<file path="config.mk">
export PLATFORM = sky130hd
export DESIGN_NAME = mbist_cfg_top
export DESIGN_NICKNAME = d
export VERILOG_FILES = /design/src/verilog/mbist_cfg_pkg.sv /design/src/verilog/mbist_cfg_top.sv /design/src/verilog/mbist_read_result.sv /design/src/verilog/mbist_serial_shift.sv /design/src/verilog/mbist_ctrl_regs.sv /design/src/verilog/mbist_reg_decode.sv
export VERILOG_INCLUDE_DIRS = /design/src /design/src/verilog
export SDC_FILE = /design/constraint.sdc
export NUM_CORES = 1
export LEC_CHECK = 0
export BUFFER_PORTS_ARGS = -buffer_cell sky130_fd_sc_hd__buf_2
export CORE_MARGIN = 10
export CORE_UTILIZATION = 45
export CTS_BUF_LIST = sky130_fd_sc_hd__clkbuf_4 sky130_fd_sc_hd__clkbuf_8
export DETAILED_ROUTE_END_ITERATION = 6
export GPL_TIMING_DRIVEN = 0
export PLACE_DENSITY = 0.71
export SLEW_MARGIN = 10
export SYNTH_ARGS = -nofsm -noshare
export SYNTH_HDL_FRONTEND = slang
export SYNTH_SLANG_ARGS = --single-unit
</file>
<file path="constraint.sdc">
create_clock -name mclk -period 3.35 [get_ports mclk]
set_clock_uncertainty 0.15 [all_clocks]
set_input_delay 0.1675 -clock mclk [delete_from_list [all_inputs] [get_ports mclk]]
set_output_delay 0.1675 -clock mclk [all_outputs]
set_load 0.01 [all_outputs]
</file>
<file path="src/verilog/mbist_cfg_params.svh">
// --------------------
// Bus widths, register map indices,
// scratch reset patterns and serial shift length
// --------------------

`ifndef MBIST_CFG_PARAMS_SVH
`define MBIST_CFG_PARAMS_SVH

// Bus and engine sizing
`define MBIST_NUM_MEM    8
`define MBIST_DATA_W     32
`define MBIST_ADDR_W     8
`define MBIST_BE_W       4
// Index comes from byte address bits 5:2
`define MBIST_IDX_W      4
`define MBIST_SHIFT_LEN  32

// Register map
`define REG_SCRATCH0     4'd0
`define REG_SCRATCH1     4'd1
`define REG_SER_SEL      4'd2
`define REG_BIST_CTRL    4'd3
`define REG_STATUS_LO    4'd4
`define REG_STATUS_HI    4'd5
`define REG_SER_WR       4'd6
`define REG_SER_RD       4'd7
`define REG_SER_PREV     4'd8

// Scratch reset patterns
`define RST_SCRATCH0     32'h4433_2211
`define RST_SCRATCH1     32'hDDCC_BBAA

`endif
</file>
<file path="src/verilog/mbist_cfg_pkg.sv">
// --------------------
// Shared types: per-engine control lane,
// control word union, error count array
// --------------------

`default_nettype none

`include "mbist_cfg_params.svh"

package mbist_cfg_pkg;

    // One engine's control nibble, top bit unused
    typedef struct packed {
        logic rsvd;
        logic load;
        logic run;
        logic en;
    } bist_lane_s;

    // Control word, seen flat or as eight lanes
    // Lane 0 sits in bits 3:0
    typedef union packed {
        logic [`MBIST_DATA_W-1:0]         raw;
        bist_lane_s [`MBIST_NUM_MEM-1:0]  lane;
    } bist_ctrl_u;

    // Error count per engine, engine 0 at the bottom
    typedef logic [`MBIST_NUM_MEM-1:0][3:0] err_cnt_t;

endpackage

`default_nettype wire

</file>
<file path="src/verilog/mbist_cfg_top.sv">
// --------------------
// MBIST config block top: decode, register,
// serial shift and read result stages
// --------------------

`timescale 1ns/1ps
`default_nettype none

`include "mbist_cfg_params.svh"

module mbist_cfg_top (
    input  logic                             mclk,
    input  logic                             reset_n,
    // Register bus
    input  logic                             reg_cs,
    input  logic                             reg_wr,
    input  logic [`MBIST_ADDR_W-1:0]         reg_addr,
    input  logic [`MBIST_DATA_W-1:0]         reg_wdata,
    input  logic [`MBIST_BE_W-1:0]           reg_be,
    output logic [`MBIST_DATA_W-1:0]         reg_rdata,
    output logic                             reg_ack,
    // Engine control levels
    output logic [`MBIST_NUM_MEM-1:0]        bist_en,
    output logic [`MBIST_NUM_MEM-1:0]        bist_run,
    output logic [`MBIST_NUM_MEM-1:0]        bist_load,
    // Engine serial port
    output logic [`MBIST_NUM_MEM-1:0]        bist_sdi,
    output logic [`MBIST_NUM_MEM-1:0]        bist_shift,
    input  logic [`MBIST_NUM_MEM-1:0]        bist_sdo,
    // Engine status
    input  logic [`MBIST_NUM_MEM-1:0]        bist_done,
    input  logic [`MBIST_NUM_MEM-1:0]        bist_error,
    input  logic [`MBIST_NUM_MEM-1:0]        bist_correct,
    input  mbist_cfg_pkg::err_cnt_t          bist_error_cnt
);

    logic [`MBIST_IDX_W-1:0]      reg_idx;
    logic [(1<<`MBIST_IDX_W)-1:0] wr_stb;
    logic                         ser_wr_start;
    logic                         ser_rd_start;
    logic                         ser_acc;
    logic                         plain_acc;
    logic [`MBIST_DATA_W-1:0]     scratch0;
    logic [`MBIST_DATA_W-1:0]     scratch1;
    logic [7:0]                   ser_sel;
    mbist_cfg_pkg::bist_ctrl_u    ctrl_word;
    logic [`MBIST_DATA_W-1:0]     ser_data;
    logic                         ser_done;

    // Decode stage
    mbist_reg_decode u_decode (
        .mclk         (mclk),
        .reset_n      (reset_n),
        .reg_cs       (reg_cs),
        .reg_wr       (reg_wr),
        .reg_addr     (reg_addr),
        .reg_ack      (reg_ack),
        .reg_idx      (reg_idx),
        .wr_stb       (wr_stb),
        .ser_wr_start (ser_wr_start),
        .ser_rd_start (ser_rd_start),
        .ser_acc      (ser_acc),
        .plain_acc    (plain_acc)
    );

    // Execute: config registers
    mbist_ctrl_regs u_regs (
        .mclk      (mclk),
        .reset_n   (reset_n),
        .wr_stb    (wr_stb),
        .reg_wdata (reg_wdata),
        .reg_be    (reg_be),
        .scratch0  (scratch0),
        .scratch1  (scratch1),
        .ser_sel   (ser_sel),
        .ctrl_word (ctrl_word),
        .bist_en   (bist_en),
        .bist_run  (bist_run),
        .bist_load (bist_load)
    );

    // Execute: serial port
    mbist_serial_shift u_shift (
        .mclk         (mclk),
        .reset_n      (reset_n),
        .ser_wr_start (ser_wr_start),
        .ser_rd_start (ser_rd_start),
        .reg_wdata    (reg_wdata),
        .ser_sel      (ser_sel),
        .bist_sdo     (bist_sdo),
        .bist_sdi     (bist_sdi),
        .bist_shift   (bist_shift),
        .ser_data     (ser_data),
        .ser_done     (ser_done)
    );

    // Result stage
    mbist_read_result u_result (
        .mclk           (mclk),
        .reset_n        (reset_n),
        .reg_idx        (reg_idx),
        .ser_acc        (ser_acc),
        .plain_acc      (plain_acc),
        .ser_done       (ser_done),
        .scratch0       (scratch0),
        .scratch1       (scratch1),
        .ser_sel        (ser_sel),
        .ctrl_word      (ctrl_word),
        .ser_data       (ser_data),
        .bist_done      (bist_done),
        .bist_error     (bist_error),
        .bist_correct   (bist_correct),
        .bist_error_cnt (bist_error_cnt),
        .reg_rdata      (reg_rdata),
        .reg_ack        (reg_ack)
    );

endmodule

`default_nettype wire

</file>
<file path="src/verilog/mbist_read_result.sv">
// --------------------
// Status packing, read mux,
// registered read data and ack
// --------------------

`timescale 1ns/1ps
`default_nettype none

`include "mbist_cfg_params.svh"

module mbist_read_result (
    input  logic                             mclk,
    input  logic                             reset_n,
    input  logic [`MBIST_IDX_W-1:0]          reg_idx,
    input  logic                             ser_acc,
    input  logic                             plain_acc,
    input  logic                             ser_done,
    input  logic [`MBIST_DATA_W-1:0]         scratch0,
    input  logic [`MBIST_DATA_W-1:0]         scratch1,
    input  logic [7:0]                       ser_sel,
    input  mbist_cfg_pkg::bist_ctrl_u        ctrl_word,
    input  logic [`MBIST_DATA_W-1:0]         ser_data,
    input  logic [`MBIST_NUM_MEM-1:0]        bist_done,
    input  logic [`MBIST_NUM_MEM-1:0]        bist_error,
    input  logic [`MBIST_NUM_MEM-1:0]        bist_correct,
    input  mbist_cfg_pkg::err_cnt_t          bist_error_cnt,
    output logic [`MBIST_DATA_W-1:0]         reg_rdata,
    output logic                             reg_ack
);

    logic [`MBIST_NUM_MEM-1:0][7:0] stat_byte;
    logic [`MBIST_DATA_W-1:0]       rd_mux;
    logic                           ack_set;

    // Per engine: {err_cnt, 0, correct, error, done}
    always_comb begin
        for (int i = 0; i < `MBIST_NUM_MEM; i++) begin
            stat_byte[i] = {bist_error_cnt[i], 1'b0, bist_correct[i],
                            bist_error[i], bist_done[i]};
        end
    end

    // Read mux, unused indices read zero
    always_comb begin
        case (reg_idx)
            `REG_SCRATCH0:  rd_mux = scratch0;
            `REG_SCRATCH1:  rd_mux = scratch1;
            `REG_SER_SEL:   rd_mux = {24'h0, ser_sel};
            `REG_BIST_CTRL: rd_mux = ctrl_word.raw;
            `REG_STATUS_LO: rd_mux = stat_byte[3:0];
            `REG_STATUS_HI: rd_mux = stat_byte[7:4];
            `REG_SER_PREV:  rd_mux = ser_data;
            default:        rd_mux = '0;
        endcase
    end

    // --------------------
    // Ack and read data
    // --------------------
    // Serial acks on shift done, plain on the first cycle of cs
    assign ack_set = (ser_acc && ser_done) || (plain_acc && !reg_ack);

    always_ff @(posedge mclk or negedge reset_n) begin
        if (!reset_n) begin
            reg_ack <= 1'b0;
        end else begin
            reg_ack <= ack_set;
        end
    end

    always_ff @(posedge mclk) begin
        if (ack_set) begin
            reg_rdata <= ser_acc ? ser_data : rd_mux;
        end
    end

    // Master drops cs after ack, so ack is always a single pulse
    a_ack_pulse: assert property (@(posedge mclk) disable iff (!reset_n)
        reg_ack |=> !reg_ack);

endmodule

`default_nettype wire

</file>
<file path="src/verilog/mbist_serial_shift.sv">
// --------------------
// 32-bit serial shifter and counter
// Per-engine routing of shift, sdi and sdo
// --------------------

`timescale 1ns/1ps
`default_nettype none

`include "mbist_cfg_params.svh"

module mbist_serial_shift (
    input  logic                             mclk,
    input  logic                             reset_n,
    input  logic                             ser_wr_start,
    input  logic                             ser_rd_start,
    input  logic [`MBIST_DATA_W-1:0]         reg_wdata,
    input  logic [7:0]                       ser_sel,
    input  logic [`MBIST_NUM_MEM-1:0]        bist_sdo,
    output logic [`MBIST_NUM_MEM-1:0]        bist_sdi,
    output logic [`MBIST_NUM_MEM-1:0]        bist_shift,
    output logic [`MBIST_DATA_W-1:0]         ser_data,
    output logic                             ser_done
);

    localparam int cnt_w = $clog2(`MBIST_SHIFT_LEN);
    localparam int sel_w = $clog2(`MBIST_NUM_MEM);
    localparam logic [cnt_w-1:0] cnt_last = cnt_w'(`MBIST_SHIFT_LEN - 1);

    logic [`MBIST_DATA_W-1:0]  shifter;
    logic [cnt_w-1:0]          cnt;
    logic                      busy;
    logic                      sel_ok;
    logic                      sdo_sel;
    logic [`MBIST_NUM_MEM-1:0] sel_onehot;

    // Out-of-range select reaches nothing, sdo reads zero
    assign sel_ok  = (ser_sel < 8'(`MBIST_NUM_MEM));
    assign sdo_sel = sel_ok ? bist_sdo[ser_sel[sel_w-1:0]] : 1'b0;

    // Only the selected engine sees shift and sdi
    assign sel_onehot = (busy && sel_ok) ?
                        (`MBIST_NUM_MEM'(1) << ser_sel[sel_w-1:0]) : '0;
    assign bist_shift = sel_onehot;
    assign bist_sdi   = sel_onehot & {`MBIST_NUM_MEM{shifter[0]}};

    assign ser_data = shifter;

    // --------------------
    // Shift sequence
    // --------------------
    always_ff @(posedge mclk or negedge reset_n) begin
        if (!reset_n) begin
            shifter  <= '0;
            cnt      <= '0;
            busy     <= 1'b0;
            ser_done <= 1'b0;
        end else begin
            ser_done <= 1'b0;
            if (ser_wr_start || ser_rd_start) begin
                // Write loads the data first, read shifts what is there
                if (ser_wr_start) begin
                    shifter <= reg_wdata;
                end
                cnt  <= '0;
                busy <= 1'b1;
            end else if (busy) begin
                // LSB out to sdi, engine sdo in at MSB
                shifter <= {sdo_sel, shifter[`MBIST_DATA_W-1:1]};
                cnt     <= cnt + 1'b1;
                if (cnt == cnt_last) begin
                    busy     <= 1'b0;
                    ser_done <= 1'b1;
                end
            end
        end
    end

    // Decode must not issue a new start mid-shift
    a_no_start_busy: assert property (@(posedge mclk) disable iff (!reset_n)
        (ser_wr_start || ser_rd_start) |-> !busy);

    a_shift_onehot: assert property (@(posedge mclk) disable iff (!reset_n)
        $onehot0(bist_shift));

endmodule

`default_nettype wire

</file>
<file path="src/verilog/mbist_ctrl_regs.sv">
// --------------------
// Scratch, serial select and BIST control registers
// Control word fan-out to engine levels
// --------------------

`timescale 1ns/1ps
`default_nettype none

`include "mbist_cfg_params.svh"

module mbist_ctrl_regs (
    input  logic                             mclk,
    input  logic                             reset_n,
    input  logic [(1<<`MBIST_IDX_W)-1:0]     wr_stb,
    input  logic [`MBIST_DATA_W-1:0]         reg_wdata,
    input  logic [`MBIST_BE_W-1:0]           reg_be,
    output logic [`MBIST_DATA_W-1:0]         scratch0,
    output logic [`MBIST_DATA_W-1:0]         scratch1,
    output logic [7:0]                       ser_sel,
    output mbist_cfg_pkg::bist_ctrl_u        ctrl_word,
    output logic [`MBIST_NUM_MEM-1:0]        bist_en,
    output logic [`MBIST_NUM_MEM-1:0]        bist_run,
    output logic [`MBIST_NUM_MEM-1:0]        bist_load
);

    // Byte lane merge of write data into current value
    function automatic logic [`MBIST_DATA_W-1:0] be_merge(
        input logic [`MBIST_DATA_W-1:0] cur,
        input logic [`MBIST_DATA_W-1:0] wdata,
        input logic [`MBIST_BE_W-1:0]   be
    );
        logic [`MBIST_DATA_W-1:0] res;
        res = cur;
        for (int b = 0; b < `MBIST_BE_W; b++) begin
            if (be[b]) begin
                res[b*8 +: 8] = wdata[b*8 +: 8];
            end
        end
        return res;
    endfunction

    // --------------------
    // Register writes
    // --------------------
    always_ff @(posedge mclk or negedge reset_n) begin
        if (!reset_n) begin
            scratch0      <= `RST_SCRATCH0;
            scratch1      <= `RST_SCRATCH1;
            ser_sel       <= '0;
            ctrl_word.raw <= '0;
        end else begin
            if (wr_stb[`REG_SCRATCH0]) begin
                scratch0 <= be_merge(scratch0, reg_wdata, reg_be);
            end
            if (wr_stb[`REG_SCRATCH1]) begin
                scratch1 <= be_merge(scratch1, reg_wdata, reg_be);
            end
            // Select lives in byte 0 only
            if (wr_stb[`REG_SER_SEL] && reg_be[0]) begin
                ser_sel <= reg_wdata[7:0];
            end
            if (wr_stb[`REG_BIST_CTRL]) begin
                ctrl_word.raw <= be_merge(ctrl_word.raw, reg_wdata, reg_be);
            end
        end
    end

    // Lane view of control word to per-engine levels
    always_comb begin
        for (int i = 0; i < `MBIST_NUM_MEM; i++) begin
            bist_en[i]   = ctrl_word.lane[i].en;
            bist_run[i]  = ctrl_word.lane[i].run;
            bist_load[i] = ctrl_word.lane[i].load;
        end
    end

endmodule

`default_nettype wire

</file>
<file path="src/verilog/mbist_reg_decode.sv">
// --------------------
// Register bus decode: index, write strobes,
// serial/plain classification, request edge detect
// --------------------

`timescale 1ns/1ps
`default_nettype none

`include "mbist_cfg_params.svh"

module mbist_reg_decode (
    input  logic                             mclk,
    input  logic                             reset_n,
    input  logic                             reg_cs,
    input  logic                             reg_wr,
    input  logic [`MBIST_ADDR_W-1:0]         reg_addr,
    input  logic                             reg_ack,
    output logic [`MBIST_IDX_W-1:0]          reg_idx,
    output logic [(1<<`MBIST_IDX_W)-1:0]     wr_stb,
    output logic                             ser_wr_start,
    output logic                             ser_rd_start,
    output logic                             ser_acc,
    output logic                             plain_acc
);

    logic ser_hit;
    logic req;
    logic req_d;
    logic req_rise;

    // Word index from byte address
    assign reg_idx = reg_addr[5:2];

    // One-hot write strobe, held for the whole cycle of cs
    always_comb begin
        wr_stb          = '0;
        wr_stb[reg_idx] = reg_cs && reg_wr;
    end

    // Serial port: write to SER_WR or read from SER_RD
    assign ser_hit = (reg_wr && (reg_idx == `REG_SER_WR)) ||
                     (!reg_wr && (reg_idx == `REG_SER_RD));
    assign ser_acc   = reg_cs && ser_hit;
    assign plain_acc = reg_cs && !ser_hit;

    // --------------------
    // Request edge detect
    // --------------------
    // Request drops once ack returns, so a held cs cannot retrigger
    always_ff @(posedge mclk or negedge reset_n) begin
        if (!reset_n) begin
            req   <= 1'b0;
            req_d <= 1'b0;
        end else begin
            req   <= reg_cs && !reg_ack;
            req_d <= req;
        end
    end

    assign req_rise = req && !req_d;

    // Start pulses only on a fresh request
    assign ser_wr_start = req_rise && ser_acc && reg_wr;
    assign ser_rd_start = req_rise && ser_acc && !reg_wr;

    // Write and read starts are mutually exclusive
    a_start_excl: assert property (@(posedge mclk) disable iff (!reset_n)
        !(ser_wr_start && ser_rd_start));

endmodule

`default_nettype wire

</file>
* Word level (Yosys, flattened, before mapping)
Index checks and enable logic that the tools add are counted.
** Operators by class
- Add/sub/neg operators :: 1
- $lt $le $gt $ge :: 4
- Eq/ne operators :: 10
- Shift-type cells :: 1
- Muxes and demuxes :: 19
- Bitwise logic cells :: 2
- Reductions and logical operators :: 37
** Operators with widths (number)
- $pmux 32 s7 :: 1
- $mux 32 :: 4
- $reduce_and 2->1 :: 13
- $eq 4x3->1 const B :: 4
- $logic_and 1x1->1 :: 15
- $mux 5 :: 2
- $mux 1 :: 9
- $and 8x8->8 :: 1
- $eq 4x2->1 const B :: 2
- $lt 8x4->1 const B :: 1
- $mux 8 :: 1
- $shl 1x3->8 const A :: 1
- $add 5x1->5 const B :: 1
- $eq 5x5->1 const B :: 1
- $lt 4x5->1 const B :: 1
- $and 4x4->4 :: 1
- $demux 1 s4 :: 1
- $eq 4x1->1 const B :: 1
- $eq 4x4->1 const B :: 1
- $ge 4x1->1 const B :: 1
- $logic_not 1->1 :: 4
- $logic_not 4->1 :: 1
- $lt 3x4->1 const B :: 1
- $bmux 1 s3 :: 1
- 3 further kinds :: 5
** Storage, ports and cells
- Register bits after elaboration :: 178
- Input port bits :: 112
- Output and inout port bits :: 73
- Word-level logic and storage cells :: 95

* Depth between registers and ports, before layout
Gate-level depths: netlist of the first run.
- Word-level depth :: 9
- Mapped depth :: 7
- Gate-level depth less buffers :: 5

* Modules after synthesis
Synthesis of the first run repeated with hierarchy kept, for this count alone.
** Second synthesis, totals
- Cell total of the unflattened synthesis :: 806
- Area, all modules :: 9034.9 sq um
** By module, submodules not included
- mbist_ctrl_regs :: instances 1, cells an instance 245, area an instance 4072.7 sq um, sequential area each 2640.0 sq um
- mbist_read_result :: instances 1, cells an instance 277, area an instance 2635.0 sq um, sequential area each 985.9 sq um
- mbist_serial_shift :: instances 1, cells an instance 245, area an instance 2058.2 sq um, sequential area each 975.9 sq um
- mbist_reg_decode :: instances 1, cells an instance 39, area an instance 269.0 sq um, sequential area each 50.0 sq um

* Least setup slack after synthesis of the first run
No wires, ideal clock.
- Kind :: input port to flip-flop
- Start point :: input reg_addr[2]
- End point :: register u_result.reg_rdata[0], enable pin
- Library setup time :: 0.472 ns
- Arrival time :: 3.325 ns
- Required time :: 2.728 ns
- Setup slack :: -0.597 ns
- Stages on the path :: 4
- Buffers on the path :: 1
- Path through :: buf_2 > xnor2_1 > nor4b_1 > a211oi_1
** Between the ends
- Longest elaborated chain between the ends :: 7
- Elaborated cells between the ends (all ways) :: 11
- Classes of those cells :: 2 x eq/ne; 9 x reduce/logical
** Ends and longest elaborated chain
- start, declared :: line mbist_cfg_top.sv:17 : input logic [`MBIST_ADDR_W-1:0] reg_addr,
- $eq 4x3->1 (no line)
- $logic_and 1x1->1, on equally long branches :: line mbist_reg_decode.sv:41, mbist_reg_decode.sv:42
- $logic_or 1x1->1 (*) :: line mbist_reg_decode.sv:41 : assign ser_hit = (reg_wr && (reg_idx == `REG_SER_WR)) ||
- $logic_not 1->1 :: line mbist_reg_decode.sv:44 : assign plain_acc = reg_cs && !ser_hit;
- $logic_and 1x1->1 :: line mbist_reg_decode.sv:44
- $logic_and 1x1->1 :: line mbist_read_result.sv:61 : assign ack_set = (ser_acc && ser_done) || (plain_acc && !reg_ack);
- $logic_or 1x1->1 (*) :: line mbist_read_result.sv:61
- named net u_result.ack_set :: line mbist_read_result.sv:33 : logic ack_set;
- end signal, assigned :: line mbist_read_result.sv:73 : reg_rdata <= ser_acc ? ser_data : rd_mux;
- end, declared :: line mbist_read_result.sv:27 : output logic [`MBIST_DATA_W-1:0] reg_rdata,
The timed path passes the listed nets; every way through them passes the cells marked *.
A chain may end at the register's enable or synchronous reset.

* Final worst setup path of the first run
- Start point :: input reg_addr[4]
- End point :: register u_result.reg_rdata[25], data pin
** Between the ends
- Longest elaborated chain between the ends :: 5
- Elaborated cells between the ends (all ways) :: 15
- Classes of those cells :: 8 x eq/ne; 2 x mux; 5 x reduce/logical
** Ends and longest elaborated chain (line)
- parallel branches: the longest is 4 deep, another holds $pmux 32 s7
- $mux 32 (*) :: mbist_read_result.sv:73
Every way passes the cells marked *.

==> results of run 1 <==
==> power by group through the flow <==
| stage | registers, mW | clock network [mW] | logic, mW |
|---|---|---|---|
| 6_report | 2.73 | 1.57 | 1.03 |
| 2_1_floorplan | 2.73 | 0 | 0.606 |
| 3_5_place_dp | 2.77 | 0 | 0.953 |
| 5_1_grt | 2.77 | 1.68 | 1.13 |
| 4_1_cts | 2.73 | 1.59 | 1.03 |
| 3_3_place_gp | 2.76 | 0 | 0.916 |
==> worst paths after layout <==
kind / end
setup / recovery: u_result.reg_rdata[25]$_DFFE_PP_
hold / removal: u_result.reg_rdata[5]$_DFFE_PP_
setup reg to reg: u_shift.ser_data[9]$_DFFE_PN0P_
hold reg to reg: u_decode.req_d$_DFF_PN0_
max in group asynchronous: u_regs.scratch1[11]$_DFFE_PN1P_
min in group asynchronous: u_regs.ser_sel[0]$_DFFE_PN0P_
==> worst register-to-register path, stage by stage (launching register included) <==
cell	delay, ns
dfrtp_1	0.37
nand2b_1	0.17
nor4_4	0.31
mux2i_1	0.52
buf_2	0.40
mux2_1	0.36
==> what timing repair did <==
item	CTS	global route
hold buffers	87	0
hold endpoints to repair	255	0
resized for setup	0	1
setup endpoints to repair	0	2
==> layout by cell type (no fill, tap or decap), types with 3 or more instances in the layout <==
master,count
mux2_2,139
a222oi_1,6
mux2i_1,6
nand2_1,44
clkbuf_8,19
nor3_1,5
and3_1,3
inv_1,3
nand2b_1,7
edfxtp_1,32
nor2b_1,3
clkbuf_1,25
a221o_1,21
nand4_1,6
nor4b_1,3
nand3_1,9
bufinv_16,3
mux2_1,29
dlygate4sd3_1,87
clkinv_2,4
buf_2,186
a22oi_1,58
diode_2,4
dfrtp_1,116
buf_4,24
clkbuf_4,3
dfstp_2,30
nor2_1,35
clkinvlp_4,3
==> metal layers <==
layer | vias to the layer above | part of all wire, % | track usage [%]
li1 | 2981 | - | -
met1 | 3283 | 42 | 25.8
met2 | 243 | 49 | 32.7
met3 | 35 | 6.7 | 4.99
met4 | 0 | 1.9 | 6.74
met5 | - | 0 | 0
==> registers in the layout, indices dropped and copies added, names as in the netlist, 5 cells and up <==
name and cells:
u_regs.ctrl_word 32, u_regs.scratch0 32, u_regs.scratch1 32, u_regs.ser_sel 8, u_result.reg_rdata 32, u_shift.cnt 5, u_shift.ser_data 32
==> cell type report <==
cell class | instances | share of cell area, %
clock buffers | 22 | 2.58
multi-input cells | 404 | 31.5
well taps | 229 | 2.60
plain buffers | 59 | 2.93
inverters | 3 | 0.102
diodes | 4 | 0.0910
clock inverters | 10 | 1.21
repair buffers | 268 | 16.7
flip-flops and latches | 178 | 42.3
==> stage by stage <==
step                      TNS [ns]  util (%)  area [um^2]  instances
final                            0      60.4        11000       1177
after floorplan                  0         -         8440        644
after CTS                        0      60.3        11000       1173
after global routing             0      60.4        11000       1177
after global placement      -50.41      52.8         9610       1051
after detailed placement         0      53.3         9700       1054
==> cells by family (layout without fill, tap and decap cells) <==
logic type	Yosys count	in the layout
and+or+nand+nor	130	130
xor gates and xnor gates	4	4
buffers and inverters	62	362
other	0	4
adders and majority gates	2	2
DFF	178	178
AOI/OAI and AO/OA	94	94
muxes	174	174
==> impl_metrics.json, run 1 <==
{
  "outcome": "complete, no violations",
  "grtUsageTotal_pct": 20.2,
  "clockBufferDepth": 2,
  "cts_setup_buffers": 0,
  "holdPathStages": 5,
  "regToRegStartpoint": "u_decode.req_d$_DFF_PN0_",
  "synth_fp_nets": 758,
  "insertion_delay_ns": 0.47,
  "multi_input_area_mm2": 0.00346,
  "cts_made_buffers": 17,
  "via_per_inst": 5.56,
  "finalCriticalPeriod_ns": 2.94,
  "synth.area.mux_share_pct": 23.2,
  "p_int_mw": 3.89,
  "gp_congestion": 0.853,
  "crit_path_start": "reg_addr[4]",
  "grt_max_degree": 91,
  "hold_viol": 0,
  "worst-slew-pin-transition_ns": 1.08,
  "ant_nets": 0,
  "yosysTopAreaCell": "dfrtp_1",
  "synth.most_common_cell": "mux2_2",
  "seq_area_mm2": 0.00465,
  "vdd_ir_drop_max_mv": 0.237,
  "cp_num_buf_inv": 4,
  "path_class": "input pin to flop",
  "crit_family": "buffers and inverters",
  "synth_edf_count": 32,
  "antenna_found_initial": 3,
  "seq_power_share_pct": 51.3,
  "grt_setup_unrepaired": "no",
  "wl_per_cell_um": 20.9,
  "die-area_mm2": 0.0246,
  "drv_slew": 0,
  "p_leak_nw": 5.21,
  "cp.required_ns": 3.54,
  "grt_pass1_wl_um": 38400,
  "clockRootBuffer": "clkbuf_8",
  "end_kind": "flop",
  "cts_sinks": 178,
  "hold_path.startpoint": "bist_error_cnt[17]",
  "netlist_top_cells_count": "139 x mux2_2, 116 x dfrtp_1, 58 x a22oi_1, 44 x nand2_1, 35 x nor2_1",
  "max_freq_mhz": 340,
  "crit_arrival_ns": 3.13,
  "period_share_pct": 87.7,
  "slowest_stage": "nor4b_2",
  "cp_max_fo": 10,
  "ios": 185,
  "synth_xor_area_share_pct": 0.416,
  "p_sw_mw": 1.43,
  "clkPwrFrac_pct": 29.4,
  "critPathMaxStageDelay_ns": 0.94,
  "synth_top_family_by_area": "multiplexers",
  "grt_overflow": 0,
  "die_w_um": 157,
  "cap_violations": 0,
  "area_delta_synth_final_pct": 30.5,
  "drc": 0,
  "rrSetupSlack_ns": 0.96,
  "cts_tree": "done",
  "portBuffers": 178,
  "synth_fa_ha_area_share_pct": 0.297,
  "avgSynthCellArea_um2": 13.1,
  "place_ws_ns": 0.443,
  "synth-seq-cells": 178,
  "reg2regPathDepth": 5,
  "power.density_mw_per_mm2": 484,
  "synth-simple-area-share_pct": 7.81,
  "synth-seq-area-share_pct": 55.2,
  "syn_inst": 644,
  "nets": 1045,
  "finalPower_mw": 5.32,
  "start_kind": "input pin",
  "ys.flop_type": "dfrtp_1",
  "coreArea_mm2": 0.0182,
  "ys_types": 45,
  "synth_largest_type_area_fraction_pct": 34.4,
  "async_flop_share_pct": 82.0,
  "placement_rows": 49,
  "crit_chain": "buf_2 > buf_1 > nor4b_2 > clkbuf_1 > a22oi_1 > nand2_1 > dlygate4sd3_1 > a221o_1",
  "clk_pin_slew_worst_paths_ns": 0.09,
  "initial_utilization_pct": 46.3,
  "max_slew_margin_pct": 27.7,
  "synth-compound-area-share_pct": 9.19,
  "synth_area_mm2": 0.00843,
  "vias": 6542,
  "first_pass_iters": 6,
  "fillers": 1479,
  "comb_power_share_pct": 19.3,
  "grt_pass1_vias": 6774,
  "fp.dieH_um": 157,
  "synth_area_leaders": "dfrtp_1 34%, mux2_2 19%, edfxtp_1 11%",
  "wirelength_um": 24600,
  "drive_above_1_share_pct": 44.8,
  "p_sw_share_pct": 26.9,
  "drt_iter0_markers": 436,
  "layout_setup_ws_ns": 0.412,
  "synth_warnings": 0,
  "dp.final_hpwl_um": 17000,
  "path_depth": 8,
  "h-tree-depth": 4,
  "hold_class": "input pin to flop",
  "whs_ns": 0.0819,
  "finalSetupViolCount": 0
}
Note: power is estimated with default switching activity, not from simulation.
==> run 2: changes to the inputs <==
- RECOVER_POWER: unset -> 25
==> run 2 against run 1 <==
Net effect: the flow now finishes with violations (max-capacitance violations, max-slew violations); combinational power hardly changed; register-to-register slack worse by 0.02 ns; core utilization is 0.062 points lower; non-clock buffer count stayed put; clock power hardly changed; final cell count stayed put; flip-flop and latch count stayed put; clock-buffer cell count stayed put; wire length hardly changed; global-route usage stayed put; sequential power hardly changed; die area stayed put.
==> impl_metrics.json, run 2 (synthesized netlist as in run 1, its figures left out) <==
{
  "initial_utilization_pct": 46.3,
  "dp_cells": 1054,
  "gp_congestion": 0.853,
  "stdcell_area_mm2": 0.0110,
  "wirelength_um": 24600,
  "worst-slew-pin-transition_ns": 2.31,
  "regToRegStartpoint": "u_decode.req_d$_DFF_PN0_",
  "crit_path_start": "reg_addr[4]",
  "layout_common_cells": "185 x buf_2, 139 x mux2_2, 116 x dfrtp_1",
  "ant_nets": 0,
  "antenna_found_initial": 3,
  "die-area_mm2": 0.0246,
  "clk_pin_slew_worst_paths_ns": 0.09,
  "period_share_pct": 88.5,
  "cp_max_fo": 10,
  "r2r-end": "u_shift.ser_data[3]$_DFFE_PN0P_",
  "drv_slew": 90,
  "die_w_um": 157,
  "placement_rows": 49,
  "fp.dieH_um": 157,
  "seq_area_mm2": 0.00465,
  "power.density_mw_per_mm2": 484,
  "end_kind": "flop",
  "first_pass_iters": 5,
  "max_freq_mhz": 337,
  "hold_viol": 0,
  "portBuffers": 178,
  "drt_iter0_markers": 446,
  "dp.final_hpwl_um": 17000,
  "drc": 0,
  "vias": 6565,
  "mostFrequentLayoutCell": "buf_2",
  "path_class": "input pin to flop",
  "h-tree-depth": 4,
  "nets": 1045,
  "drive_above_1_share_pct": 44.7,
  "cp.required_ns": 3.54,
  "grt_overflow": 0,
  "outcome": "finished, violations left",
  "max_slew_margin_pct": -54.0,
  "wl_per_cell_um": 20.9,
  "placed_area_mm2": 0.00970,
  "layout_setup_ws_ns": 0.384,
  "reg2regPathDepth": 5,
  "rrSetupSlack_ns": 0.94,
  "grt_pass1_vias": 6774,
  "grt_setup_unrepaired": "no",
  "ios": 185,
  "hold_class": "input pin to flop",
  "cts_setup_buffers": 0,
  "place_ws_ns": 0.443,
  "crit_arrival_ns": 3.15,
  "grt_pass1_wl_um": 38400,
  "cap_violations": 1,
  "cts_tree": "done",
  "clockBufferDepth": 2,
  "via_per_inst": 5.58,
  "grt_max_degree": 91,
  "multi_input_area_mm2": 0.00346,
  "grtUsageTotal_pct": 20.2,
  "vdd_ir_drop_max_mv": 0.237,
  "p_leak_nw": 5.21,
  "fillers": 1481,
  "finalCriticalPeriod_ns": 2.97,
  "critPathCapture": "u_result.reg_rdata[25]$_DFFE_PP_",
  "insertion_delay_ns": 0.47,
  "cts_sinks": 178,
  "finalSetupViolCount": 0,
  "coreArea_mm2": 0.0182,
  "area_delta_synth_final_pct": 30.4,
  "clockRootBuffer": "clkbuf_8",
  "instances_no_fill": 1177,
  "violations": "max-capacitance violations, max-slew violations",
  "holdPathStages": 5,
  "start_kind": "input pin",
  "cts_made_buffers": 17
}
run 2: changes by cell type in the layout (fill, tap and decap cells not counted):
cell and delta:
clkbuf_1 +1, buf_2 -1, buf_8 -1, clkbuf_2 +1
run 2: layout make-up:
type                       instances  share of cell area [%]
tap                              229                    2.61
buffer                            59                    2.94
clock buffer                      22                    2.58
inverter                           3                   0.102
timing repair buffer             268                    16.7
sequential                       178                    42.3
clock inverter                    10                    1.21
antenna                            4                  0.0911
multi-input combinational        404                    31.5
run 2: worst min path at each step:
stage | startpoint | endpoint | slack, ns
after floorplan | reset_n | u_decode.req$_DFF_PN0_ | -0.28
after global placement | u_decode.req$_DFF_PN0_ | u_decode.req_d$_DFF_PN0_ | 0.22
after detailed placement | reset_n | u_shift.cnt[0]$_DFFE_PN0P_ | 0.09
after CTS | bist_error_cnt[17] | u_result.reg_rdata[5]$_DFFE_PP_ | 0.06
after global routing | bist_error_cnt[17] | u_result.reg_rdata[5]$_DFFE_PP_ | 0.09
final | bist_error_cnt[17] | u_result.reg_rdata[5]$_DFFE_PP_ | 0.08
run 2: through the flow:
step	utilization [%]	setup TNS [ns]	hold slack, ns	total power, mW
2_1_floorplan	-	0	-0.278	3.33
3_3_place_gp	52.8	-50.41	0.217	3.68
3_5_place_dp	53.3	0	0.0894	3.72
4_1_cts	60.3	0	0.0628	5.35
5_1_grt	60.4	0	0.0936	5.58
6_report	60.4	0	0.0831	5.32
run 2: critical path: stages:
cell	delay [ns]
buf_2	0.11
buf_1	0.34
nor4b_2	0.95
clkbuf_1	0.64
a22oi_1	0.20
nand2_1	0.10
dlygate4sd3_1	0.54
a221o_1	0.10
run 2: timing repair:
action | in CTS | in global routing
gates resized for setup | 0 | 1
setup endpoints to repair | 0 | 2
hold buffers | 87 | 0
hold endpoints to repair | 255 | 0
run 2: report_power, final:
group / internal [mW] / total (mW) / switching [mW]
sequential: 2.54 / 2.73 / 0.190
combinational: 0.555 / 1.03 / 0.472
clock: 0.796 / 1.56 / 0.763
total: 3.89 / 5.32 / 1.42
run 2: routing by layer:
layer  global-route usage [%]  wire [um]
met1                     25.8      10300
met2                     32.7      12000
met3                     4.99       1810
met4                     6.74        503
met5                        0          0
